--- src/hdl/tmu_pkg.sv ---
// Widths and sizes shared by the texture sampling unit
// Texture format, filter and wrap encodings
// Texture descriptor and RGBA8 colour structs

`default_nettype none

package tmu_pkg;

    localparam int ADDR_WIDTH       = 32;
    localparam int DIM_WIDTH        = 12;
    localparam int COORD_WIDTH      = 16;
    localparam int FRAC_WIDTH       = 8;
    localparam int NUM_SAMPLERS     = 4;
    localparam int SAMPLER_WIDTH    = 2;
    localparam int CACHE_DATA_WIDTH = 32;

    typedef enum logic [1:0] {
        FMT_RGBA8  = 2'd0,
        FMT_RGB565 = 2'd1,
        FMT_R8     = 2'd2
    } tex_format_t;

    typedef enum logic {
        FILTER_NEAREST  = 1'b0,
        FILTER_BILINEAR = 1'b1
    } filter_mode_t;

    typedef enum logic {
        WRAP_REPEAT = 1'b0,
        WRAP_CLAMP  = 1'b1
    } wrap_mode_t;

    // One texture as seen by a sampler slot
    typedef struct packed {
        logic [ADDR_WIDTH-1:0] base;
        logic [DIM_WIDTH-1:0]  width;
        logic [DIM_WIDTH-1:0]  height;
        tex_format_t           format;
        filter_mode_t          filter;
        wrap_mode_t            wrap_u;
        wrap_mode_t            wrap_v;
    } tex_desc_t;

    typedef struct packed {
        logic [7:0] r;
        logic [7:0] g;
        logic [7:0] b;
        logic [7:0] a;
    } rgba8_t;

endpackage

`default_nettype wire
--- src/hdl/tmu_addr_gen.sv ---
// Texel address generator
// Coordinate scaling, neighbour wrap and the four quad corner addresses

`timescale 1ns/10ps
`default_nettype none

module tmu_addr_gen (
    input  tmu_pkg::tex_desc_t              desc,
    input  logic [tmu_pkg::COORD_WIDTH-1:0] coord_u,
    input  logic [tmu_pkg::COORD_WIDTH-1:0] coord_v,
    output logic [tmu_pkg::ADDR_WIDTH-1:0]  addr_tl,
    output logic [tmu_pkg::ADDR_WIDTH-1:0]  addr_tr,
    output logic [tmu_pkg::ADDR_WIDTH-1:0]  addr_bl,
    output logic [tmu_pkg::ADDR_WIDTH-1:0]  addr_br,
    output logic [tmu_pkg::FRAC_WIDTH-1:0]  frac_u,
    output logic [tmu_pkg::FRAC_WIDTH-1:0]  frac_v
);
    import tmu_pkg::*;

    typedef logic [COORD_WIDTH+DIM_WIDTH-1:0] prod_t;

    prod_t                prod_u;
    prod_t                prod_v;
    logic [DIM_WIDTH-1:0] u0, v0, u1, v1;

    // Right or lower neighbour of a texel position
    function automatic logic [DIM_WIDTH-1:0] next_texel(
        input logic [DIM_WIDTH-1:0] pos,
        input logic [DIM_WIDTH-1:0] size,
        input wrap_mode_t           wrap
    );
        logic [DIM_WIDTH:0] inc;
        inc = {1'b0, pos} + 1'b1;
        if (inc < {1'b0, size})
            return inc[DIM_WIDTH-1:0];
        else if (wrap == WRAP_REPEAT)
            return '0;
        else
            return pos;
    endfunction

    function automatic logic [ADDR_WIDTH-1:0] texel_addr(
        input tex_desc_t            d,
        input logic [DIM_WIDTH-1:0] col,
        input logic [DIM_WIDTH-1:0] row
    );
        logic [ADDR_WIDTH-1:0] index;
        index = ADDR_WIDTH'(row) * ADDR_WIDTH'(d.width) + ADDR_WIDTH'(col);
        case (d.format)
            FMT_RGBA8:  return d.base + (index << 2);
            FMT_RGB565: return d.base + (index << 1);
            default:    return d.base + index;
        endcase
    endfunction

    // ====================
    // Scale to texel space
    // ====================
    // Coordinate is a 16-bit fraction, so the texel column sits above it
    assign prod_u = prod_t'(coord_u) * prod_t'(desc.width);
    assign prod_v = prod_t'(coord_v) * prod_t'(desc.height);

    assign u0     = prod_u[COORD_WIDTH +: DIM_WIDTH];
    assign v0     = prod_v[COORD_WIDTH +: DIM_WIDTH];
    assign frac_u = prod_u[COORD_WIDTH-FRAC_WIDTH +: FRAC_WIDTH];
    assign frac_v = prod_v[COORD_WIDTH-FRAC_WIDTH +: FRAC_WIDTH];

    always_comb begin
        u1      = next_texel(u0, desc.width, desc.wrap_u);
        v1      = next_texel(v0, desc.height, desc.wrap_v);
        addr_tl = texel_addr(desc, u0, v0);
        addr_tr = texel_addr(desc, u1, v0);
        addr_bl = texel_addr(desc, u0, v1);
        addr_br = texel_addr(desc, u1, v1);
    end

endmodule

`default_nettype wire

--- config.mk ---
export PLATFORM = sky130hd
export DESIGN_NAME = tmu_addr_gen
export DESIGN_NICKNAME = d
export VERILOG_FILES = /design/src/hdl/tmu_pkg.sv /design/src/hdl/tmu_addr_gen.sv
export SDC_FILE = /design/constraint.sdc
export NUM_CORES = 2
export LEC_CHECK = 0
export ABC_CLOCK_PERIOD_IN_PS = 23400
export BUFFER_PORTS_ARGS = -buffer_cell sky130_fd_sc_hd__buf_4
export CAP_MARGIN = 0
export CORE_MARGIN = 5
export CORE_UTILIZATION = 55
export DETAILED_ROUTE_END_ITERATION = 7
export PLACE_DENSITY = 0.86
export SLEW_MARGIN = 20
export SYNTH_ARGS = -nofsm -noshare
export SYNTH_HDL_FRONTEND = slang
export SYNTH_SLANG_ARGS = --single-unit
--- constraint.sdc ---
create_clock -name vclk -period 23.4
set_input_delay 4.68 -clock vclk [all_inputs]
set_output_delay 4.68 -clock vclk [all_outputs]
set_load 0.01 [all_outputs]
Word level (Yosys, flattened, before mapping). Index checks and enable logic that the tools add are counted.

Register bits: 0. Logic and storage cells: 34. Output and inout bits: 144.

$lt $le $gt $ge: 2. Eq/ne operators: 1. Multiply operators: 4. Multiplexer cells: 8. Add/sub/neg operators: 18. Reductions and logical operators: 1.

Operator list (number): $pmux W32 S2 (4); $add A32 B25 Y32 (4); $add A32 B26 Y32 (4); $add A32 B27 Y32 (4); $add A24 B12 Y25 (4); $mul A16 B12 Y28 (2); $mul A12 B12 Y24 (2); $mux W12 (4); $add A12 B1 Y13 const B (2); $lt A13 B12 Y1 (2); $eq A2 B1 Y1 const B (1); $logic_not A2 Y1 (1).

Depth between registers and ports, before layout.
Word-level depth: 8. Mapped depth: 72. Mapped depth without buffers: 67.

Worst setup path after synthesis. Ideal clock, no wire load.

Path type: input port to output port. Start: input port desc[8] (netlist name). End: output port addr_br[30] (netlist name). Slack: -1.422 ns. Buffers on the path: 4. Arrival time: 20.142 ns. Stages on the path: 63. Cells stage by stage: clkbuf_1 > clkbuf_1 > nand2_1 > fa_1 > fa_1 > inv_1 > fa_1 > fa_1 > inv_1 > fa_1 > inv_1 > ha_1 > nand4_1 > o221ai_1 > a21oi_1 > o21bai_1 > xor2_1 > clkbuf_1 > (+27 left out) > a21o_1 > a21oi_1 > o21ai_0 > a311oi_1 > xnor2_1 > inv_1 > or4_1 > nor2_1 > xnor2_1 > ha_1 > a21o_1 > a21o_1 > a21oi_1 > nor2b_1 > a311oi_1 > o21ai_0 > and3_1 > o32ai_1.

Longest elaborated chain between the ends: 8. Elaborated cells on any way between the ends: 11. Those cells by class: add/sub (5); mul (2); order compare (1); mux (3).

RTL lines: start, declared (RTL line tmu_addr_gen.sv:8) `input tmu_pkg::tex_desc_t desc,`; $mul A16 B12 Y28 (RTL line tmu_addr_gen.sv:61) `assign prod_v = prod_t'(coord_v) * prod_t'(desc.height);`; $add A12 B1 Y13 (RTL line tmu_addr_gen.sv:33) `inc = {1'b0, pos} + 1'b1;`; $lt A13 B12 Y1 (RTL line tmu_addr_gen.sv:34) `if (inc < {1'b0, size})`; $mux W12 (*) (RTL line tmu_addr_gen.sv:34); $mul A12 B12 Y24 (*) (RTL line tmu_addr_gen.sv:48) `index = ADDR_WIDTH'(row) * ADDR_WIDTH'(d.width) + ADDR_WIDTH'(col);`; $add A24 B12 Y25 (*) (RTL line tmu_addr_gen.sv:48); $add A32 B25 Y32 (tied with other cells) (RTL line tmu_addr_gen.sv:52) `default: return d.base + index;`; $pmux W32 S2 (*) (RTL line tmu_addr_gen.sv:49) `case (d.format)`; end, declared (RTL line tmu_addr_gen.sv:14) `output logic [tmu_pkg::ADDR_WIDTH-1:0] addr_br,`.

Mark *: on every way between the ends. The rest lies on a longest branch, timed or not.

Final worst setup path.
Start: input port desc[8] (netlist name). End: output port addr_br[31] (netlist name).

Same word-level chain as after synthesis.

==> run_results.csv <==
group,metric,value,unit
outcome,status,"complete, but fails checks",
outcome,violations,"design-rule violations, negative setup slack",
sta,hold_viol_final,0,
critical_path,cp.required,18.72,ns
critical_path,crit_slowest_cell,"fa_1",
logic_synthesis,synth_compound_area_frac,0.192,
logic_synthesis,synth_largest_area_cell,"fa_1",
floorplan,start_util,0.552,
finish,seq_cell_count,0,
drt,vias,46200,
finish,nFillCells,4917,
critical_path,crit_top_cell,"fa_1",
floorplan,core,74100,um^2
critical_path,critPathMaxStageDelay,0.63,ns
finish,area_growth_syn_to_layout,26.3,%
logic_synthesis,synth_cell_types,89,
floorplan,die_h,283,um
floorplan,num_rows,100,
placement,dpl.hpwl,108000,um
critical_path,crit_end,"addr_br[31]",
logic_synthesis,synth_warnings,0,
hold_path,hp-class,"in -> out",
sta,setup_viol,37,
global_route,grt_pass1_wl,222000,um
drt,routed_wl,158000,um
floorplan,die-width,283,um
logic_synthesis,synth-simple-area-share,0.195,
drt,ant_nets,0,
critical_path,worstSetupStartpoint,"desc[8]",
logic_synthesis,synth_top_family_by_area,"adder cells",
sta,drv_slew,0,
placement,dp_slack,-1.01,ns
critical_path,cp-start-kind,"input port",
logic_synthesis,synth_xor_area_frac,0.0932,
logic_synthesis,yosysSeqAreaShare,0,
drt,post_drt_wl_per_cell,22.4,um
logic_synthesis,synthTopCellsByCount,"inv_1, nand2_1, ha_1, fa_1, a21oi_1",
placement,gp_congestion,1.01,
sta,fmax,40.4,MHz
drt,drc,100,
global_route,grt_pass1_vias,45000,
logic_synthesis,synth_top_area_frac,0.242,
placement,dp.cells,6948,
logic_synthesis,syn_nets,6546,
critical_path,path_class,"in -> out",
placement,io_buffer_count,236,
logic_synthesis,syn_avg_cell_area,7.66,um^2
finish,instances_no_fill,7071,
global_route,grt_max_degree,86,
logic_synthesis,synth_most_common_cell,"inv_1",
sta,period_share,1.06,
drt,first_pass_iters,8,
hold_path,whs_path_depth,3,
critical_path,endpoint_kind,"output port",
sta,setup_ws,-1.36,ns
sta,rsz0062_at_grt,"true",
sta,maxSlewHeadroom,0.267,
finish,clkbuf_count,0,
clocking,cts_hold_buf,0,
finish,multi_input_area,40300,um^2
logic_synthesis,synthAdderAreaFrac,0.432,
floorplan,die-area,79900,um^2
finish,seq_area,0,um^2
logic_synthesis,synthesis.area,40900,um^2
global_route,grt_overflow,0,
logic_synthesis,synthTopCellsByArea,"fa_1, ha_1, inv_1",
finish,final_nets,7309,
drt,drtIter0Drc,5594,
critical_path,cp_data_arrival_time,20.08,ns
logic_synthesis,synthMuxAreaShare,0.00444,
global_route,globalRouteTotalUtil,0.337,
global_route,grt_antenna_before_repair,2,
finish,final_layout_size_suffix_gt1_frac,0.229,
logic_synthesis,synth_cells,5337,
floorplan,io_pins,237,
drt,drt-vias-per-instance,6.54,
sta,max_slew.worst_pin.slew,1.09,ns
critical_path,worstPathMaxFanout,13,
run,cap_violations,0,
sta,min_period,24.76,ns
-- kinds of logic after synthesis --
| group | count (synthesis) |
|---|---|
| simple gates | 1672 |
| mux | 17 |
| fa+ha+maj | 1116 |
| xor+xnor | 434 |
| compound gates | 1207 |
| buf+inv | 891 |
-- cell usage in the layout, fill, tap and decap left out, drive strengths merged, types with 67 or more instances in the layout --
master    n
buf     943
inv     707
nand2   665
ha      622
fa      494
a21oi   365
nor2    281
xnor2   275
and2    240
o21ai   210
xor2    159
a21o    158
nand3   101
nor3     85
a211oi   76
nand2b   67
-- layer usage --
metal,global-route usage,up-vias,wire length (um)
li1,-,19600,-
met1,0.392,21300,51600
met2,0.579,3800,70500
met3,0.0623,1540,19400
met4,0.206,0,16800
met5,0,-,0
-- worst min-delay path by stage --
| stage | start | to | slack, ns |
|---|---|---|---|
| after floorplan | desc[60] | addr_bl[31] | 9.44 |
| after global placement | desc[60] | addr_bl[31] | 9.68 |
| after detailed placement | desc[60] | addr_tr[31] | 9.69 |
| after CTS | desc[60] | addr_tr[31] | 9.69 |
| after global routing | desc[60] | addr_tl[31] | 9.71 |
| final | desc[60] | addr_tr[31] | 9.69 |
-- timing repair --
item | CTS | global route
buffers inserted | 76 | 55
hold endpoints to repair | 0 | 0
cloned | 1 | 0
setup endpoints to repair | 37 | 62
pin swaps | 143 | 205
resized for setup | 283 | 281
-- critical path: cells and delay by family --
kind	cells	cell delay, ns
XOR/XNOR	4	0.80
AND/OR/NAND/NOR	13	2.68
adder cells (fa/ha/maj)	14	6.08
AO/OA/AOI/OAI	20	3.48
buffers and inverters	16	2.34
-- stage by stage --
step / utilization / setup TNS [ns] / cell area (um^2) / hold slack [ns]
after global routing: 0.697 / -44.86 / 51600 / 9.71
final: 0.697 / -31.08 / 51600 / 9.69
after floorplan: - / 0 / 41200 / 9.44
after global placement: 0.646 / -14.74 / 47800 / 9.68
after detailed placement: 0.646 / -24.54 / 47800 / 9.69
after CTS: 0.674 / -3.64 / 49900 / 9.69
-- cell type report --
cell class,instances,share of cell area
timing repair buffer,944,0.144
multi-input combinational,4447,0.781
inverter,707,0.0514
tap,969,0.0235
antenna,4,0.000194
Power is not shown: default switching activity piles up to over one toggle a cycle in this logic, so the estimate is an artifact.
