`src/hdl/tmu_pkg.sv`:
```
// Widths and sizes shared by the texture sampling unit
// Texture format, filter and wrap encodings
// Texture descriptor and RGBA8 colour structs

`default_nettype none

package tmu_pkg;

    localparam int ADDR_WIDTH       = 32;
    localparam int DIM_WIDTH        = 12;
    localparam int COORD_WIDTH      = 16;
    localparam int FRAC_WIDTH       = 8;
    localparam int NUM_SAMPLERS     = 4;
    localparam int SAMPLER_WIDTH    = 2;
    localparam int CACHE_DATA_WIDTH = 32;

    typedef enum logic [1:0] {
        FMT_RGBA8  = 2'd0,
        FMT_RGB565 = 2'd1,
        FMT_R8     = 2'd2
    } tex_format_t;

    typedef enum logic {
        FILTER_NEAREST  = 1'b0,
        FILTER_BILINEAR = 1'b1
    } filter_mode_t;

    typedef enum logic {
        WRAP_REPEAT = 1'b0,
        WRAP_CLAMP  = 1'b1
    } wrap_mode_t;

    // One texture as seen by a sampler slot
    typedef struct packed {
        logic [ADDR_WIDTH-1:0] base;
        logic [DIM_WIDTH-1:0]  width;
        logic [DIM_WIDTH-1:0]  height;
        tex_format_t           format;
        filter_mode_t          filter;
        wrap_mode_t            wrap_u;
        wrap_mode_t            wrap_v;
    } tex_desc_t;

    typedef struct packed {
        logic [7:0] r;
        logic [7:0] g;
        logic [7:0] b;
        logic [7:0] a;
    } rgba8_t;

endpackage

`default_nettype wire
```
`src/hdl/tmu_texel_decode.sv`:
```
// Texel decoder
// RGBA8, RGB565 and R8 cache words expanded to an RGBA8 colour

`timescale 1ns/10ps
`default_nettype none

module tmu_texel_decode (
    input  tmu_pkg::tex_format_t                 format,
    input  logic [tmu_pkg::CACHE_DATA_WIDTH-1:0] raw,
    output tmu_pkg::rgba8_t                      texel
);
    import tmu_pkg::*;

    always_comb begin
        case (format)
            FMT_RGB565: begin
                // Widen each field by repeating its top bits
                texel.r = {raw[4:0], raw[4:2]};
                texel.g = {raw[10:5], raw[10:9]};
                texel.b = {raw[15:11], raw[15:13]};
                texel.a = 8'hFF;
            end
            FMT_R8: begin
                texel.r = raw[7:0];
                texel.g = 8'h00;
                texel.b = 8'h00;
                texel.a = 8'hFF;
            end
            default: begin
                // Bytes in memory order r, g, b, a
                texel.r = raw[7:0];
                texel.g = raw[15:8];
                texel.b = raw[23:16];
                texel.a = raw[31:24];
            end
        endcase
    end

endmodule

`default_nettype wire

```
`config.mk`:
```
export PLATFORM = sky130hd
export DESIGN_NAME = tmu_texel_decode
export DESIGN_NICKNAME = d
export VERILOG_FILES = /design/src/hdl/tmu_pkg.sv /design/src/hdl/tmu_texel_decode.sv
export SDC_FILE = /design/constraint.sdc
export NUM_CORES = 1
export LEC_CHECK = 0
export CORE_AREA = 2 2 39 41
export DETAILED_ROUTE_END_ITERATION = 12
export DIE_AREA = 0 0 41 43
export DONT_BUFFER_PORTS = 1
export SYNTH_ARGS = -nofsm -noshare
export SYNTH_HDL_FRONTEND = slang
export SYNTH_SLANG_ARGS = --single-unit
```
`constraint.sdc`:
```
create_clock -name vclk -period 2.1
set_input_delay 0.42 -clock vclk [all_inputs]
set_output_delay 0.42 -clock vclk [all_outputs]
set_load 0.05 [all_outputs]
```
Word-level counts from Yosys, hierarchy flattened
Cells that the tools add are included.
{ "classes": {"eq_ne": 2, "mux": 1} }
{ "ops": {"columns": ["cell", "count"], "rows": [
  ["32-bit case mux with 2 select lines", 1],
  ["2-bit by 1-bit == test with 1-bit output, second input constant", 1],
  ["2-bit == test, second input constant", 1]
]} }
{ "totals": {"in_bits": 34, "register_bits": 0, "wordCells": 3} }

Depth between registers and ports, before layout
Gate-level depths: netlist of the first run.
{ "depth": {"word_depth": 2, "depth_mapped": 6, "ltp_nobuf": 4} }

Least setup slack after synthesis of the first run
Ideal clock, no wire load.
{ "synth_path": {"kind": "input to output", "startpoint": "input port format[0]", "endpoint": "output port texel[26] (netlist bit)", "t_arrival_ps": 1621, "path_stages": 6, "path_buffers": 2, "path_slack_ps": 59, "path_cell_list": "inv_1 ha_1 nor2b_1 buf_6 buf_6 a22o_1"} }
{ "synth_lines": {"columns": ["item", "line_no", "text"], "rows": [
  ["from (decl)", "tmu_texel_decode.sv:8", "input tmu_pkg::tex_format_t format,"],
  ["to (decl)", "tmu_texel_decode.sv:10", "output tmu_pkg::rgba8_t texel"]
]} }

==> results of run 1 <==
[logic make-up (layout without fill, tap and decap cells)]
family                   count (synthesis)  in the layout  share of synthesized area, %
AO/OA/AOI/OAI                           24             24                          59.4
adder cells (fa/ha/maj)                  2              2                          7.07
buffers and inverters                    8             35                          15.2
AND/OR/NAND/NOR                         10             10                          18.4
[power by group through the flow]
stage | Combinational [mW] | Sequential, mW | Clock [mW]
after floorplan | 0.295 | 0 | 0
after global placement | 0.522 | 0 | 0
after detailed placement | 0.528 | 0 | 0
after CTS | 0.528 | 0 | 0
after global routing | 0.544 | 0 | 0
final | 0.526 | 0 | 0
[layer usage]
layer / track usage, % / share of wire, % / up-vias
met1: 12.7 / 28 / 199
li1: - / - / 227
met4: 0 / 0 / 0
met2: 29.4 / 57 / 43
met5: 0 / 0 / -
met3: 5.24 / 14 / 0
[path summary, 6_finish.rpt]
path	depth (start not counted)	start	slack [ns]	to
worst max-delay path	6	format[0]	0.06	texel[29]
worst min-delay path	2	raw[24]	1.10	texel[0]
[worst max-delay path, cell delays in order]
cell    delay (ns)
inv_1         0.02
ha_1          0.32
buf_4         0.18
or2_4         0.29
a22o_1        0.22
buf_12        0.16
[Yosys cell counts (all sizes together)]
master and number:
nand2b 6, inv 2, buf 4, clkbuf 2, or2b 2, ha 2
or2 1, nor2b 1, a22o 24
[cell type report]
type	instances	area [um2]
multi-input combinational	36	303
fill	109	505
inverter	2	7.51
timing repair buffer	33	548
tap	16	20.0
[metrics by stage]
stage          cells  instance area [um2]  hold WS (ns)  util, %
6_report          87                  878          1.10     63.5
5_1_grt           87                  878          1.11     63.5
4_1_cts           87                  876          1.10     63.3
3_5_place_dp      87                  876          1.10     63.3
3_3_place_gp      87                  876          1.10     63.3
2_1_floorplan     44                  354          1.19        -
==> results.json, run 1 <==
{
  "max_slew_margin_pct": 69.7,
  "maxCapViolCount": 0,
  "place.gp.congestion": 0.690,
  "hold_path_class": "primary input to output port",
  "internal_power_mw": 0.233,
  "finalSetupViolCount": 0,
  "setup_slack_ns": 0.0644,
  "wire_per_inst_um": 15.1,
  "core_mm2": 0.00138,
  "clock.fmax_mhz": 491,
  "syn_inst": 44,
  "drt_iter0_drc": 8,
  "grt_pass1_vias": 465,
  "synthTopCellsByArea": "a22o_1 59%, nand2b_1 11%, buf_6 9.5%",
  "finalHoldViolations": 0,
  "die_area_mm2": 0.00176,
  "postCtsSetupRepairBufs": 0,
  "critPathCaptureType": "output port",
  "synthDominantCellAreaShare_pct": 59.4,
  "yosys.area.top_type": "a22o_1",
  "seq_area_frac_synth_pct": 0,
  "fp-row-count": 14,
  "ys_types": 10,
  "nClkBuffers": 0,
  "critPathKind": "primary input to output port",
  "synth_fp_nets": 80,
  "antenna_cells": 0,
  "synthToLayoutAreaGrowth_pct": 148,
  "power_frac_comb_pct": 100.0,
  "cp.required_ns": 1.68,
  "outcome": "finished clean",
  "cp.arrival_ns": 1.62,
  "grt_overflow_total": 0,
  "vdd.ir_drop.worst_mv": 0.277,
  "ys_warn_count": 0,
  "seq_cells": 0,
  "syn_avg_cell_area_um2": 8.05,
  "hold_buffers": 0,
  "layout.nets": 109,
  "clockPowerShare_pct": 0,
  "grt_pass1_wl_um": 1850,
  "start_util_pct": 25.6,
  "wl_um": 1320,
  "cp-start-kind": "primary input",
  "cts-resized-gates": 0,
  "period_needed_ns": 2.04,
  "final.setup.tns_ns": 0,
  "cellPowerDensity_mw_per_mm2": 599,
  "total_power_mw": 0.526,
  "track_usage_pct": 14.4,
  "rsz0062_at_grt": "false",
  "port_buffers": 0,
  "die_h_um": 43,
  "drc": 0,
  "finalCritPeriodShare_pct": 96.9,
  "switching_share_pct": 55.7,
  "final_cell_mix": "24 x a22o_1, 24 x buf_12, 9 x buf_4",
  "die_w_um": 41,
  "syn_area_um2": 354,
  "vias": 469,
  "leakage_nw": 0.402,
  "drive_gt1_share_pct": 47.9,
  "switching_power_mw": 0.293,
  "worst_pin_slew_ns": 0.457,
  "firstDrtPassIters": 4,
  "grt_max_degree": 25,
  "vias_per_cell": 5.39,
  "drtAntennaViolNets": 0,
  "ios": 66,
  "dp_slack_ns": 0.00808,
  "seqPwrFrac_pct": 0,
  "grt_antenna_before_repair": 0,
  "dp_hpwl_um": 1210,
  "path_max_fanout": 10,
  "drv_slew": 0,
  "seq_area_um2": 0
}
Note: power is estimated with default switching activity, not from simulation.
==> run 2: changes to the inputs <==
ABC_AREA = 1   (was default)
==> run 2 against run 1 <==
Against the previous run: global-route usage is 5.0 points higher; utilization is 1.7 points higher; die area stayed put; via count is 38% higher; worst setup slack better by 0.21 ns; hold slack worse by 0.012 ns; first-iteration DRC count is 25% lower; power is 0.12% lower; critical path depth is 1 lower; critical path type unchanged; critical endpoint is now texel[4]; largest cell class unchanged; largest power group unchanged.
==> results.json, run 2 <==
{
  "dp_hpwl_um": 1550,
  "cp.depth": 5,
  "path_cells": "inv_1 -> ha_1 -> inv_2 -> buf_4 -> or2_1",
  "dp_slack_ns": 0.269,
  "cp-endpoint": "texel[4]",
  "drc": 0,
  "place.gp.congestion": 0.682,
  "synthTopCellsByArea": "nand2_1 39%, nand3_1 21%, o21ai_0 10%",
  "vias": 647,
  "outcome": "finished clean",
  "drtAntennaViolNets": 0,
  "path_delay_family": "simple AND/OR/NAND/NOR gates",
  "start_util_pct": 27.9,
  "grt_max_degree": 17,
  "die_w_um": 41,
  "rsz0062_at_grt": "false",
  "syn_avg_cell_area_um2": 4.66,
  "setup_slack_ns": 0.276,
  "finalHoldViolations": 0,
  "yosys.area.top_type": "nand2_1",
  "firstDrtPassIters": 5,
  "fin_cells": 123,
  "layout.nets": 145,
  "wl_um": 1720,
  "crit_slowest_cell": "or2_1",
  "period_needed_ns": 1.82,
  "fillers": 123,
  "hold_buffers": 0,
  "cts-resized-gates": 0,
  "hold_path_class": "primary input to output port",
  "ios": 66,
  "maxCapViolCount": 0,
  "grt_antenna_before_repair": 0,
  "vdd.ir_drop.worst_mv": 0.280,
  "worst_pin_slew_ns": 0.478,
  "nClkBuffers": 0,
  "track_usage_pct": 19.4,
  "grt_pass1_vias": 589,
  "drive_gt1_share_pct": 32.7,
  "drt_iter0_drc": 6,
  "synthDominantCellAreaShare_pct": 38.8,
  "drv_slew": 0,
  "synthToLayoutAreaGrowth_pct": 133,
  "finalCritPeriodShare_pct": 86.8,
  "port_buffers": 0,
  "leakage_nw": 0.474,
  "die_h_um": 43,
  "cp.required_ns": 1.68,
  "yosysMostFrequentCell": "nand2_1",
  "ys_warn_count": 0,
  "cellPowerDensity_mw_per_mm2": 583,
  "finalSetupViolCount": 0,
  "postCtsSetupRepairBufs": 0,
  "seq_cells": 0,
  "total_power_mw": 0.526,
  "fp-row-count": 14,
  "layout_commonest_cell": "nand2_1",
  "critPathKind": "primary input to output port",
  "grt_pass1_wl_um": 2500,
  "syn_area_um2": 387,
  "max_slew_margin_pct": 68.2,
  "antenna_cells": 0,
  "vias_per_cell": 5.26,
  "seq_area_um2": 0,
  "clock.fmax_mhz": 548,
  "final.setup.tns_ns": 0,
  "critPathCaptureType": "output port",
  "yosys-top-cells-count": "40 x nand2_1, 16 x nand3_1, 8 x o21ai_0, 5 x buf_2",
  "ys_types": 10,
  "synth_fp_nets": 119,
  "core_mm2": 0.00138,
  "wire_per_inst_um": 14.0,
  "grt_overflow_total": 0,
  "cp-start-kind": "primary input",
  "seq_area_frac_synth_pct": 0,
  "syn_inst": 83,
  "crit_buf_inv": 3,
  "path_max_fanout": 10,
  "dp_cells": 123,
  "die_area_mm2": 0.00176,
  "cp-startpoint": "format[0]",
  "max_stage_delay_ns": 0.42,
  "cp.arrival_ns": 1.40,
  "final_cell_mix": "40 x nand2_1, 24 x buf_12, 16 x nand3_1"
}
-- run 2: cell types whose count changed in the layout (fill, tap and decap cells not counted), moves of 4 or more --
| cell | previous run | this run |
|---|---|---|
| a22o_1 | 24 | 0 |
| nand2_1 | 0 | 40 |
| nand2b_1 | 6 | 0 |
| nand3_1 | 0 | 16 |
| o21ai_0 | 0 | 8 |
| or2_1 | 0 | 4 |
| or2_2 | 0 | 4 |
-- run 2: metrics by stage --
stage | hold WS [ns] | instance area [um2] | utilization (%)
finish | 1.09 | 902 | 65.2
CTS | 1.09 | 902 | 65.2
global route | 1.10 | 902 | 65.2
global placement | 1.09 | 902 | 65.2
floorplan | 1.09 | 387 | -
detailed placement | 1.09 | 902 | 65.2
-- run 2: final cells by class --
cell class	instances	area (um2)	share of cell area [%]
inverter	3	11.3	1.25
multi-input combinational	74	345	38.3
tap	16	20.0	2.22
timing repair buffer	30	526	58.3
-- run 2: cell families (layout without fill, tap and decap cells) --
kind of cell             Yosys count  in the layout  share of synthesized area [%]
AND/OR/NAND/NOR                   64             64                           72.5
buffers and inverters              9             33                           10.7
AO/OA/AOI/OAI                      8              8                           10.4
adder cells (fa/ha/maj)            2              2                           6.47
-- run 2: worst min-delay path by stage --
stage | start | to | slack (ns) | depth (start not counted)
after detailed placement | raw[25] | texel[1] | 1.09 | 1
after global routing | raw[25] | texel[1] | 1.10 | 1
after floorplan | raw[25] | texel[1] | 1.09 | 1
after global placement | raw[27] | texel[3] | 1.09 | 1
final | raw[25] | texel[1] | 1.09 | 1
after CTS | raw[25] | texel[1] | 1.09 | 1
-- run 2: layer usage --
metal	share of wire, %	track usage, %	wire length (um)
met5	0	0	0
met1	37	24.1	631
met4	0	0	0
met2	56	36.3	970
met3	6.8	1.05	117
-- run 2: where the power goes --
part           internal [mW]  switching (mW)  leakage (nW)
clock                      0               0             0
combinational          0.212           0.314         0.474
sequential                 0               0             0
total                  0.212           0.314         0.474
==> run 3: changes to the inputs <==
CELL_PAD_IN_SITES_DETAIL_PLACEMENT = 0   (was default)
CELL_PAD_IN_SITES_GLOBAL_PLACEMENT = 1   (was default)
PLACE_DENSITY_LB_ADDON = 0.1   (was default)
==> run 3 against run 2 <==
Against the previous run: first-iteration DRC count fell by 33%; critical path depth rose by 1; via count down 4.0%; utilization fell by 0.90 points; non-clock buffer count did not move; worst setup slack lost 0.084 ns; cell count stayed put; clock-buffer cell count unchanged; final area fell by 1.4%; flip-flop and latch count did not move; critical endpoint is now texel[26]; highest routed layer unchanged.
==> results.json, run 3 (synthesis gave the netlist of run 2 again) <==
{
  "outcome": "finished clean",
  "seq_cells": 0,
  "synthToLayoutAreaGrowth_pct": 130,
  "cp.depth": 6,
  "finalSetupViolCount": 0,
  "multi_input_area_um2": 345,
  "drtAntennaViolNets": 0,
  "seq_area_um2": 0,
  "path_cells": "inv_1 -> ha_1 -> inv_2 -> nand3_1 -> nand2_1 -> buf_12",
  "final_cell_area_um2": 890,
  "grt_pass1_vias": 492,
  "period_needed_ns": 1.91,
  "die_area_mm2": 0.00176,
  "hold_path_class": "primary input to output port",
  "leakage_nw": 0.468,
  "grt_max_degree": 25,
  "grt_pass1_wl_um": 2020,
  "firstDrtPassIters": 4,
  "placed_cell_area_um2": 890,
  "drive_gt1_share_pct": 32.7,
  "hold_slack_ns": 1.09,
  "final_cell_mix": "40 x nand2_1, 23 x buf_12, 16 x nand3_1",
  "core_mm2": 0.00138,
  "vdd.ir_drop.worst_mv": 0.267,
  "finalCritPeriodShare_pct": 90.8,
  "fillers": 130,
  "cp.arrival_ns": 1.49,
  "max_stage_delay_ns": 0.32,
  "antenna_cells": 0,
  "critPathKind": "primary input to output port",
  "cellPowerDensity_mw_per_mm2": 578,
  "wire_per_inst_um": 11.7,
  "rsz0062_at_grt": "false",
  "place.gp.congestion": 0.637,
  "drt_iter0_drc": 4,
  "ios": 66,
  "grt_overflow_total": 0,
  "layout_commonest_cell": "nand2_1",
  "die_w_um": 41,
  "path_max_fanout": 24,
  "grt_antenna_before_repair": 0,
  "nClkBuffers": 0,
  "crit_slowest_cell": "ha_1",
  "cp-start-kind": "primary input",
  "final.setup.tns_ns": 0,
  "maxCapViolCount": 0,
  "vias": 621,
  "port_buffers": 0,
  "drc": 0,
  "cts-resized-gates": 0,
  "die_h_um": 43,
  "finalHoldViolations": 0,
  "path_delay_family": "buffers and inverters",
  "cp.required_ns": 1.68,
  "start_util_pct": 27.9,
  "critPathCaptureType": "output port",
  "hold_depth": 1,
  "track_usage_pct": 15.0,
  "max_slew_margin_pct": 62.3,
  "clock.fmax_mhz": 524,
  "hold_buffers": 0,
  "fp-row-count": 14,
  "wl_um": 1440,
  "drv_slew": 0,
  "crit_buf_inv": 3,
  "vias_per_cell": 5.05,
  "worst_pin_slew_ns": 0.565,
  "postCtsSetupRepairBufs": 0,
  "layout.nets": 145
}
## run 3: cell types whose count changed in the layout (fill, tap and decap cells not counted)
cell    delta
buf_12     -1
buf_4      +1
## run 3: cell type report
cell class / instances / area share, %
inverters: 3 / 1.27
repair buffers: 30 / 57.7
well taps: 16 / 2.25
multi-input cells: 74 / 38.8
## run 3: final timing paths
path,startpoint,end,slack [ns]
setup / recovery,format[0],texel[26],0.19
hold / removal,raw[25],texel[1],1.09
## run 3: power breakdown
part	switching, mW	total, mW	leakage (nW)	internal [mW]
combinational	0.307	0.514	0.468	0.207
sequential	0	0	0	0
clock	0	0	0	0
total	0.307	0.514	0.468	0.207
## run 3: routing by layer
layer	GRT usage [%]	wire length, um	up-vias
met2	25.9	701	40
met5	0	0	-
met3	2.62	208	0
met4	0	0	0
met1	19.6	526	265
li1	-	-	316
## run 3: stage by stage
| step | util (%) | setup WS, ns | instances | power [mW] |
|---|---|---|---|---|
| 4_1_cts | 64.3 | 0.172 | 123 | 0.518 |
| 3_5_place_dp | 64.3 | 0.174 | 123 | 0.518 |
| 5_1_grt | 64.3 | 0.0525 | 123 | 0.536 |
| 6_report | 64.3 | 0.193 | 123 | 0.514 |
| 3_3_place_gp | 64.3 | 0.211 | 123 | 0.514 |
| 2_1_floorplan | - | 0.194 | 83 | 0.290 |
