### src/hdl/tmu_pkg.sv
// Widths and sizes shared by the texture sampling unit
// Texture format, filter and wrap encodings
// Texture descriptor and RGBA8 colour structs

`default_nettype none

package tmu_pkg;

    localparam int ADDR_WIDTH       = 32;
    localparam int DIM_WIDTH        = 12;
    localparam int COORD_WIDTH      = 16;
    localparam int FRAC_WIDTH       = 8;
    localparam int NUM_SAMPLERS     = 4;
    localparam int SAMPLER_WIDTH    = 2;
    localparam int CACHE_DATA_WIDTH = 32;

    typedef enum logic [1:0] {
        FMT_RGBA8  = 2'd0,
        FMT_RGB565 = 2'd1,
        FMT_R8     = 2'd2
    } tex_format_t;

    typedef enum logic {
        FILTER_NEAREST  = 1'b0,
        FILTER_BILINEAR = 1'b1
    } filter_mode_t;

    typedef enum logic {
        WRAP_REPEAT = 1'b0,
        WRAP_CLAMP  = 1'b1
    } wrap_mode_t;

    // One texture as seen by a sampler slot
    typedef struct packed {
        logic [ADDR_WIDTH-1:0] base;
        logic [DIM_WIDTH-1:0]  width;
        logic [DIM_WIDTH-1:0]  height;
        tex_format_t           format;
        filter_mode_t          filter;
        wrap_mode_t            wrap_u;
        wrap_mode_t            wrap_v;
    } tex_desc_t;

    typedef struct packed {
        logic [7:0] r;
        logic [7:0] g;
        logic [7:0] b;
        logic [7:0] a;
    } rgba8_t;

endpackage

`default_nettype wire
### src/hdl/tmu_quad_if.sv
// Quad bus from the fetch controller to the filter
// Four decoded texels, filter weights, nearest flag and valid strobe

`timescale 1ns/10ps
`default_nettype none

interface tmu_quad_if;
    import tmu_pkg::*;

    rgba8_t                tl;
    rgba8_t                tr;
    rgba8_t                bl;
    rgba8_t                br;
    logic [FRAC_WIDTH-1:0] frac_u;
    logic [FRAC_WIDTH-1:0] frac_v;
    logic                  nearest;
    // One cycle, texels and weights stable around it
    logic                  quad_valid;

    modport producer (output tl, tr, bl, br, frac_u, frac_v, nearest, quad_valid);
    modport consumer (input tl, tr, bl, br, frac_u, frac_v, nearest, quad_valid);

endinterface

`default_nettype wire

### src/hdl/tmu_fetch_ctrl.sv
// Sample fetch controller
// Request capture, quad fetch FSM, cache requests and texel collection

`timescale 1ns/10ps
`default_nettype none

module tmu_fetch_ctrl (
    input  logic                              clk,
    input  logic                              rst_n,
    input  logic                              sample_req,
    output logic                              sample_ready,
    input  logic [tmu_pkg::SAMPLER_WIDTH-1:0] sampler_id,
    input  logic [tmu_pkg::COORD_WIDTH-1:0]   coord_u,
    input  logic [tmu_pkg::COORD_WIDTH-1:0]   coord_v,
    output logic [tmu_pkg::SAMPLER_WIDTH-1:0] rd_sel,
    input  tmu_pkg::tex_desc_t                rd_desc,
    output tmu_pkg::tex_desc_t                desc_q,
    output logic [tmu_pkg::COORD_WIDTH-1:0]   coord_u_q,
    output logic [tmu_pkg::COORD_WIDTH-1:0]   coord_v_q,
    input  logic [tmu_pkg::ADDR_WIDTH-1:0]    addr_tl,
    input  logic [tmu_pkg::ADDR_WIDTH-1:0]    addr_tr,
    input  logic [tmu_pkg::ADDR_WIDTH-1:0]    addr_bl,
    input  logic [tmu_pkg::ADDR_WIDTH-1:0]    addr_br,
    input  logic [tmu_pkg::FRAC_WIDTH-1:0]    frac_u,
    input  logic [tmu_pkg::FRAC_WIDTH-1:0]    frac_v,
    output logic                              tcache_req,
    output logic [tmu_pkg::ADDR_WIDTH-1:0]    tcache_addr,
    input  logic                              tcache_valid,
    input  tmu_pkg::rgba8_t                   texel,
    tmu_quad_if.producer                      quad
);
    import tmu_pkg::*;

    typedef enum logic [2:0] {
        ST_IDLE, ST_ADDR, ST_FETCH_TL, ST_FETCH_TR, ST_FETCH_BL, ST_FETCH_BR, ST_QUAD
    } state_t;

    state_t                state, next_state;
    logic                  accept;
    logic                  fetch_done;
    logic                  quad_sent;
    logic [ADDR_WIDTH-1:0] a_tl, a_tr, a_bl, a_br;

    assign sample_ready = (state == ST_IDLE);
    assign accept       = sample_ready && sample_req;
    assign rd_sel       = sampler_id;
    assign fetch_done   = tcache_req && tcache_valid;

    // ====================
    // State machine
    // ====================
    always_ff @(posedge clk or negedge rst_n) begin
        if (!rst_n) begin
            state     <= ST_IDLE;
            quad_sent <= 1'b0;
        end else begin
            state     <= next_state;
            quad_sent <= (state == ST_QUAD) && !quad_sent;
        end
    end

    // Quad state holds two cycles, the filter cycle and the result cycle
    always_comb begin
        next_state = state;
        case (state)
            ST_IDLE:     if (accept) next_state = ST_ADDR;
            ST_ADDR:     next_state = ST_FETCH_TL;
            ST_FETCH_TL: begin
                if (tcache_valid)
                    next_state = (desc_q.filter == FILTER_NEAREST) ? ST_QUAD : ST_FETCH_TR;
            end
            ST_FETCH_TR: if (tcache_valid) next_state = ST_FETCH_BL;
            ST_FETCH_BL: if (tcache_valid) next_state = ST_FETCH_BR;
            ST_FETCH_BR: if (tcache_valid) next_state = ST_QUAD;
            ST_QUAD:     if (quad_sent) next_state = ST_IDLE;
            default:     next_state = ST_IDLE;
        endcase
    end

    // ====================
    // Request and addresses
    // ====================
    always_ff @(posedge clk) begin
        if (accept) begin
            desc_q    <= rd_desc;
            coord_u_q <= coord_u;
            coord_v_q <= coord_v;
        end
        // Corner addresses captured in the address cycle
        if (state == ST_ADDR) begin
            a_tl <= addr_tl;
            a_tr <= addr_tr;
            a_bl <= addr_bl;
            a_br <= addr_br;
        end
    end

    assign tcache_req = (state == ST_FETCH_TL) || (state == ST_FETCH_TR) ||
                        (state == ST_FETCH_BL) || (state == ST_FETCH_BR);

    always_comb begin
        case (state)
            ST_FETCH_TR: tcache_addr = a_tr;
            ST_FETCH_BL: tcache_addr = a_bl;
            ST_FETCH_BR: tcache_addr = a_br;
            default:     tcache_addr = a_tl;
        endcase
    end

    // Decoded texel lands in the corner of the current fetch state
    always_ff @(posedge clk) begin
        if (fetch_done) begin
            case (state)
                ST_FETCH_TL: quad.tl <= texel;
                ST_FETCH_TR: quad.tr <= texel;
                ST_FETCH_BL: quad.bl <= texel;
                ST_FETCH_BR: quad.br <= texel;
                default: ;
            endcase
        end
    end

    assign quad.frac_u     = frac_u;
    assign quad.frac_v     = frac_v;
    assign quad.nearest    = (desc_q.filter == FILTER_NEAREST);
    assign quad.quad_valid = (state == ST_QUAD) && !quad_sent;

endmodule

`default_nettype wire

### src/flat_wrapper.sv
// flat-port wrapper written by rule: the top's interface ports become plain ports
module tmu_fetch_ctrl_flat import tmu_pkg::*;
  (clk, rst_n, sample_req, sample_ready, sampler_id, coord_u, coord_v, rd_sel, rd_desc, desc_q, coord_u_q, coord_v_q, addr_tl, addr_tr, addr_bl, addr_br, frac_u, frac_v, tcache_req, tcache_addr, tcache_valid, texel, quad_tl, quad_tr, quad_bl, quad_br, quad_frac_u, quad_frac_v, quad_nearest, quad_quad_valid);
  tmu_quad_if quad_i ();
  input  logic clk;
  input  logic rst_n;
  input  logic sample_req;
  output logic sample_ready;
  input  logic [tmu_pkg::SAMPLER_WIDTH-1:0] sampler_id;
  input  logic [tmu_pkg::COORD_WIDTH-1:0] coord_u;
  input  logic [tmu_pkg::COORD_WIDTH-1:0] coord_v;
  output logic [tmu_pkg::SAMPLER_WIDTH-1:0] rd_sel;
  input  tmu_pkg::tex_desc_t rd_desc;
  output tmu_pkg::tex_desc_t desc_q;
  output logic [tmu_pkg::COORD_WIDTH-1:0] coord_u_q;
  output logic [tmu_pkg::COORD_WIDTH-1:0] coord_v_q;
  input  logic [tmu_pkg::ADDR_WIDTH-1:0] addr_tl;
  input  logic [tmu_pkg::ADDR_WIDTH-1:0] addr_tr;
  input  logic [tmu_pkg::ADDR_WIDTH-1:0] addr_bl;
  input  logic [tmu_pkg::ADDR_WIDTH-1:0] addr_br;
  input  logic [tmu_pkg::FRAC_WIDTH-1:0] frac_u;
  input  logic [tmu_pkg::FRAC_WIDTH-1:0] frac_v;
  output logic tcache_req;
  output logic [tmu_pkg::ADDR_WIDTH-1:0] tcache_addr;
  input  logic tcache_valid;
  input  tmu_pkg::rgba8_t texel;
  output wire logic [$bits(quad_i.tl)-1:0] quad_tl;
  output wire logic [$bits(quad_i.tr)-1:0] quad_tr;
  output wire logic [$bits(quad_i.bl)-1:0] quad_bl;
  output wire logic [$bits(quad_i.br)-1:0] quad_br;
  output wire logic [$bits(quad_i.frac_u)-1:0] quad_frac_u;
  output wire logic [$bits(quad_i.frac_v)-1:0] quad_frac_v;
  output wire logic [$bits(quad_i.nearest)-1:0] quad_nearest;
  output wire logic [$bits(quad_i.quad_valid)-1:0] quad_quad_valid;
  assign quad_tl = quad_i.tl;
  assign quad_tr = quad_i.tr;
  assign quad_bl = quad_i.bl;
  assign quad_br = quad_i.br;
  assign quad_frac_u = quad_i.frac_u;
  assign quad_frac_v = quad_i.frac_v;
  assign quad_nearest = quad_i.nearest;
  assign quad_quad_valid = quad_i.quad_valid;
  tmu_fetch_ctrl u_core (.clk(clk), .rst_n(rst_n), .sample_req(sample_req), .sample_ready(sample_ready), .sampler_id(sampler_id), .coord_u(coord_u), .coord_v(coord_v), .rd_sel(rd_sel), .rd_desc(rd_desc), .desc_q(desc_q), .coord_u_q(coord_u_q), .coord_v_q(coord_v_q), .addr_tl(addr_tl), .addr_tr(addr_tr), .addr_bl(addr_bl), .addr_br(addr_br), .frac_u(frac_u), .frac_v(frac_v), .tcache_req(tcache_req), .tcache_addr(tcache_addr), .tcache_valid(tcache_valid), .texel(texel), .quad(quad_i));
endmodule
### config.mk
export PLATFORM = sky130hd
export DESIGN_NAME = tmu_fetch_ctrl_flat
export DESIGN_NICKNAME = d
export VERILOG_FILES = /design/src/hdl/tmu_pkg.sv /design/src/hdl/tmu_quad_if.sv /design/src/hdl/tmu_fetch_ctrl.sv /design/src/flat_wrapper.sv
export SDC_FILE = /design/constraint.sdc
export NUM_CORES = 1
export LEC_CHECK = 0
export ABC_CLOCK_PERIOD_IN_PS = 13000
export BUFFER_PORTS_ARGS = -buffer_cell sky130_fd_sc_hd__buf_2
export CAP_MARGIN = 15
export CELL_PAD_IN_SITES_DETAIL_PLACEMENT = 1
export CELL_PAD_IN_SITES_GLOBAL_PLACEMENT = 1
export CORE_AREA = 2 2 211 213
export CTS_CLUSTER_DIAMETER = 150
export DETAILED_ROUTE_END_ITERATION = 6
export DIE_AREA = 0 0 213 215
export GPL_ROUTABILITY_DRIVEN = 0
export HOLD_SLACK_MARGIN = 0.15
export PLACE_DENSITY = 0.59
export SYNTH_ARGS = -nofsm -noshare
export SYNTH_HDL_FRONTEND = slang
export SYNTH_SLANG_ARGS = --single-unit
### constraint.sdc
create_clock -name clk -period 13 [get_ports clk]
set_input_delay 1.95 -clock clk [delete_from_list [all_inputs] [get_ports clk]]
set_output_delay 1.95 -clock clk [all_outputs]
set_load 0.005 [all_outputs]
# Word level (Yosys, flattened, before mapping)
# Index checks and enable logic that the tools add are counted.
# word_totals
register_bits	353
input_bits	275
output_inout_bits	275
wordCells	66
# classes
n_eq_ne	12
mux	9
bitwise_logic	1
n_reduce_logical	13
# ops
cell	n
$pmux 32 s3	1
$mux 3	7
$pmux 3 s7	1
$ne 2x2->1 const B	5
$eq 3x3->1 const B	3
$reduce_and 2->1	4
$eq 3x2->1 const B	2
$reduce_and 6->1	1
$eq 3x1->1 const B	1
$logic_and 1x1->1	3
$logic_not 3->1	1
$logic_or 1x1->1	3
$ne 2x1->1 const B	1
$logic_not 1->1	1
$not 1->1	1

# Depth between registers and ports, before layout
# depth
depth_word	6
ltp_mapped	6
ltp_nobuf	3

# Worst setup path after synthesis
# No wires, ideal clock.
# synth_path
kind	flip-flop to flip-flop
startpoint	register u_core.state[2]
endpoint	register u_core.a_bl[0], enable pin
arrival_ns	6.150
path_slack_ns	6.234
path_stages_with_launch	5
n_path_buf	2
cell_sequence	dfrtp_1 -> nand2b_1 -> buf_6 -> buf_6 -> nor2_1
# synth_between
elab_chain_cells	1
# synth_rtl
element	line_no	text
start, declared	tmu_fetch_ctrl.sv:38	state_t state, next_state;
start signal, assigned	tmu_fetch_ctrl.sv:57	state <= next_state;
$eq 3x1->1	tmu_fetch_ctrl.sv:90	if (state == ST_ADDR) begin
end signal, assigned	tmu_fetch_ctrl.sv:93	a_bl <= addr_bl;
end, declared	tmu_fetch_ctrl.sv:42	logic [ADDR_WIDTH-1:0] a_tl, a_tr, a_bl, a_br;
# Every way passes these cells.
# A chain may end at the register's enable or synchronous reset.

# Final worst setup path
# layout_path
startpoint	register u_core.state[0]
endpoint	output port tcache_addr[22] (netlist bit)
# layout_between
elab_chain_cells	2
elab_cells_between_ends	4
cone_classes	eq/ne (3); mux (1)
# layout_rtl
element	line_no	text
$eq 3x3->1 or $eq 3x2->1 (tied branches)	tmu_fetch_ctrl.sv:102	case (state)
$pmux 32 s3 *	tmu_fetch_ctrl.sv:102	
end, declared	flat_wrapper.sv:24	output logic [tmu_pkg::ADDR_WIDTH-1:0] tcache_addr;
# Mark *: on every way between the ends. The rest lies on a longest branch, timed or not.

==> impl_metrics.tcl <==
set metrics [dict create \
    cap_violations 0 \
    fp.dieArea_um2 45800 \
    worstSkewPairLatency_ns 0.55 \
    filler_cell_count 4586 \
    clk_pin_slew_worst_paths_ns 0.06 \
    dominantRegCellSynth "edfxtp_1" \
    gr-usage-met2_pct 28.8 \
    worst-slew-pin-transition_ns 1.02 \
    detailed_placement_hpwl_um 27100 \
    yosysMostFrequentCell "edfxtp_1" \
    drv_slew 0 \
    crit_arrival_ns 2.78 \
    maximum_number_of_pins_on_one_net_before_global_route_repair 79 \
    crit_buf_inv 3 \
    grt_pass1_wl_um 51800 \
    setup-violations-final 0 \
    synth_nets 861 \
    leakagePower_nw 6.74 \
    syn-instance-count 586 \
    synth.largest_area_cell "edfxtp_1" \
    hold_path.class "flop to flop" \
    fin_tns_setup_ns 0 \
    endpoint_kind "primary output" \
    vias_per_inst 4.26 \
    crit_reg_reg_startpoint "u_core.state[0]" \
    postSynth.asyncResetShare_pct 1.13 \
    synth.top_cell.area_share_pct 84.4 \
    busiest_layer "met2" \
    p_per_area_nw_per_um2 207 \
    worstHoldPathCells 3 \
    sequential_to_total_area_share_from_yosys_stat_pct 85.2 \
    worst_case_register_to_register_setup_slack_ns 9.43 \
    fin_crit_ns 4.73 \
    maximum_buffer_depth_of_the_clock_tree 3 \
    netlist_top_cells_area "edfxtp_1, mux2_4, mux2i_1, a211oi_1, a21o_1" \
    synth-edff-count 349 \
    number_of_nets_with_antenna_violations_after_detailed_routing 0 \
    worst_slew_margin_rel_pct 32.2 \
    drt-wirelength-per-cell_um 21.0 \
    whs_endpoint "u_core.state[2]" \
    startpoint_type "flop" \
    yosys_register_bits 353 \
    cp_top_family "buffers and inverters" \
    fin_crit_sh_pct 36.4 \
    cts_root_buf "clkbuf_16" \
    detailedRoute.firstPassIterationCount 4 \
    ctsHoldBuffers 0 \
    synth_area_per_cell_um2 21.2 \
    yosys-top-cells-count "edfxtp_1, nor2_1, a211oi_1, a21o_1, mux2i_1" \
    globalRouteOverflowTotal 0 \
    start_util_pct 28.5 \
    num_io_pins 550 \
    post_detailed_routing_wire_length_um 36500 \
    path_max_fanout 45 \
    irDropWorstVdd_v 0.000108 \
    post_cts_resize_count 0 \
    gr-usage-met3_pct 4.71 \
    critPathRequiredTime_ns 11.05 \
    setup.worst_path.start "u_core.state[0]" \
    die_x_um 213 \
    nets 1384 \
    fp-row-count 77 \
    cp_common_cell "buf_4" \
    syn2layout_area_growth_pct 35.1 \
    cts_tree "done" \
    tritoncts_buffer_count 39 \
    gr-usage-all-layers_pct 15.6 \
    setup_repair_after_global_routing_missed_its_margin "false" \
    timing.critical_path.cells "buf_4 -> nand2b_2 -> buf_4 -> mux2_2 -> a21o_1 -> buf_2" \
    vias 7406 \
    post_cts_buffers 0 \
    fmaxAchievable_ghz 0.211 \
    port_buffers 513 \
    floorplan.core_area_um2 43600 \
    yosysWarningCount 0 \
    detailed_route_drc_error_count 0 \
    yosysUniqueCellTypes 25 \
    cts.htree.levels 2 \
    grt_use_met1_pct 15.7 \
    syn-cell-area_um2 12400 \
    critPathSlowestCell "buf_4" \
    drive_gt1_share_pct 54.7 \
    first_global_vias 8141 \
    report.power.total_mw 3.47 \
    timing_hold_violations_final 0 \
    min-delay-start "u_core.quad_sent" \
    antenna_violations_before_repair 8 \
    final.setup_skew_ns 0.0260 \
    r2r.worst_path.cells 6 \
    clock_sink_count 353 \
    r2r-end "u_core.a_tr[31]" \
    criticalPathCategory "flop to primary output" \
    outcome "finished clean" \
    critical-path-max-stage-delay_ns 0.53 \
    dieHeight_um 215 \
    drt_iter0_markers 280 \
]
state kept, by name, indices dropped and copies added (netlist names):
register and count:
u_core.quad_sent 1, u_core.state 3, u_core.coord_v_q 16, u_core.a_tr 32, u_core.quad.bl 32, u_core.a_tl 32
u_core.coord_u_q 16, u_core.a_br 32, u_core.quad.br 32, u_core.quad.tr 32, u_core.a_bl 32, u_core.quad.tl 32
u_core.desc_q 61
metrics by stage:
stage / setup WS, ns / cells / hold WS (ns) / area (µm²) / utilization (%)
detailed placement: 8.77 / 1660 / 0.614 / 15600 / 35.7
floorplan: 6.23 / 586 / 0.556 / 12400 / -
CTS: 8.16 / 1732 / 0.620 / 16800 / 38.4
global placement: 8.82 / 1660 / 0.590 / 15600 / 35.7
global route: 8.11 / 1736 / 0.660 / 16800 / 38.4
finish: 8.27 / 1737 / 0.616 / 16800 / 38.4
layer usage:
layer | share of wire (%) | vias to the layer above
met5 | 0.11 | -
met1 | 35 | 3627
met4 | 3.9 | 6
met2 | 53 | 332
met3 | 7.6 | 85
li1 | - | 3356
placed cells by master (no fill, tap or decap), drive strengths merged, types with 2 or more instances in the layout:
cell,synthesis,final
buf,32,525
edfxtp,349,349
clkbuf,11,47
nor2,35,35
mux2,33,33
mux2i,32,32
a211oi,32,32
a21o,32,32
clkinv,0,17
diode,0,5
inv,1,5
nand2,4,4
o21ai,4,4
dfrtp,4,4
nor3,4,4
nand2b,3,3
bufinv,0,2
clkinvlp,0,2
and2,2,2
nor3b,2,2
final cells by class:
| type | count | area [µm²] | share of cell area, % |
|---|---|---|---|
| clock inverters | 25 | 189 | 1.13 |
| clock buffers | 47 | 1010 | 6.00 |
| flip-flops and latches | 353 | 10600 | 63.1 |
| repair buffers | 525 | 2660 | 15.8 |
| inverters | 1 | 3.75 | 0.0224 |
| diodes | 5 | 12.5 | 0.0746 |
| multi-input cells | 189 | 1590 | 9.45 |
| well taps | 592 | 741 | 4.41 |
cells by family (layout without fill, tap and decap cells):
group,after synthesis,in the layout,share of synthesized area [%]
compound gates,71,71,4.20
xor+xnor,1,1,0.0705
buf+inv,44,598,2.30
flops,353,353,85.2
mux,65,65,6.42
other cells,0,5,0
simple gates,52,52,1.80
worst reg2reg max path, stage by stage (launching register included):
cell	delay (ns)
dfrtp_2	0.34
buf_4	0.58
nand2b_2	0.21
buf_4	0.36
nor2_4	0.18
buf_4	0.62
buf_4	0.86
power breakdown:
part           internal, mW  leakage, nW  total [mW]  switching [mW]
Combinational         0.355         2.92       0.848           0.494
Clock                 0.596        0.585        1.04           0.447
Sequential             1.52         3.24        1.58          0.0632
Total                  2.47         6.74        3.47            1.00
how the worst max path moves through the flow:
stage / endpoint / cells after the start
after global routing: tcache_addr[22] / 6
final: tcache_addr[22] / 6
after global placement: tcache_addr[17] / 6
after floorplan: u_core.a_bl[0] / 4
after CTS: tcache_addr[22] / 6
after detailed placement: tcache_addr[22] / 6
Note: power is estimated with default switching activity, not from simulation.
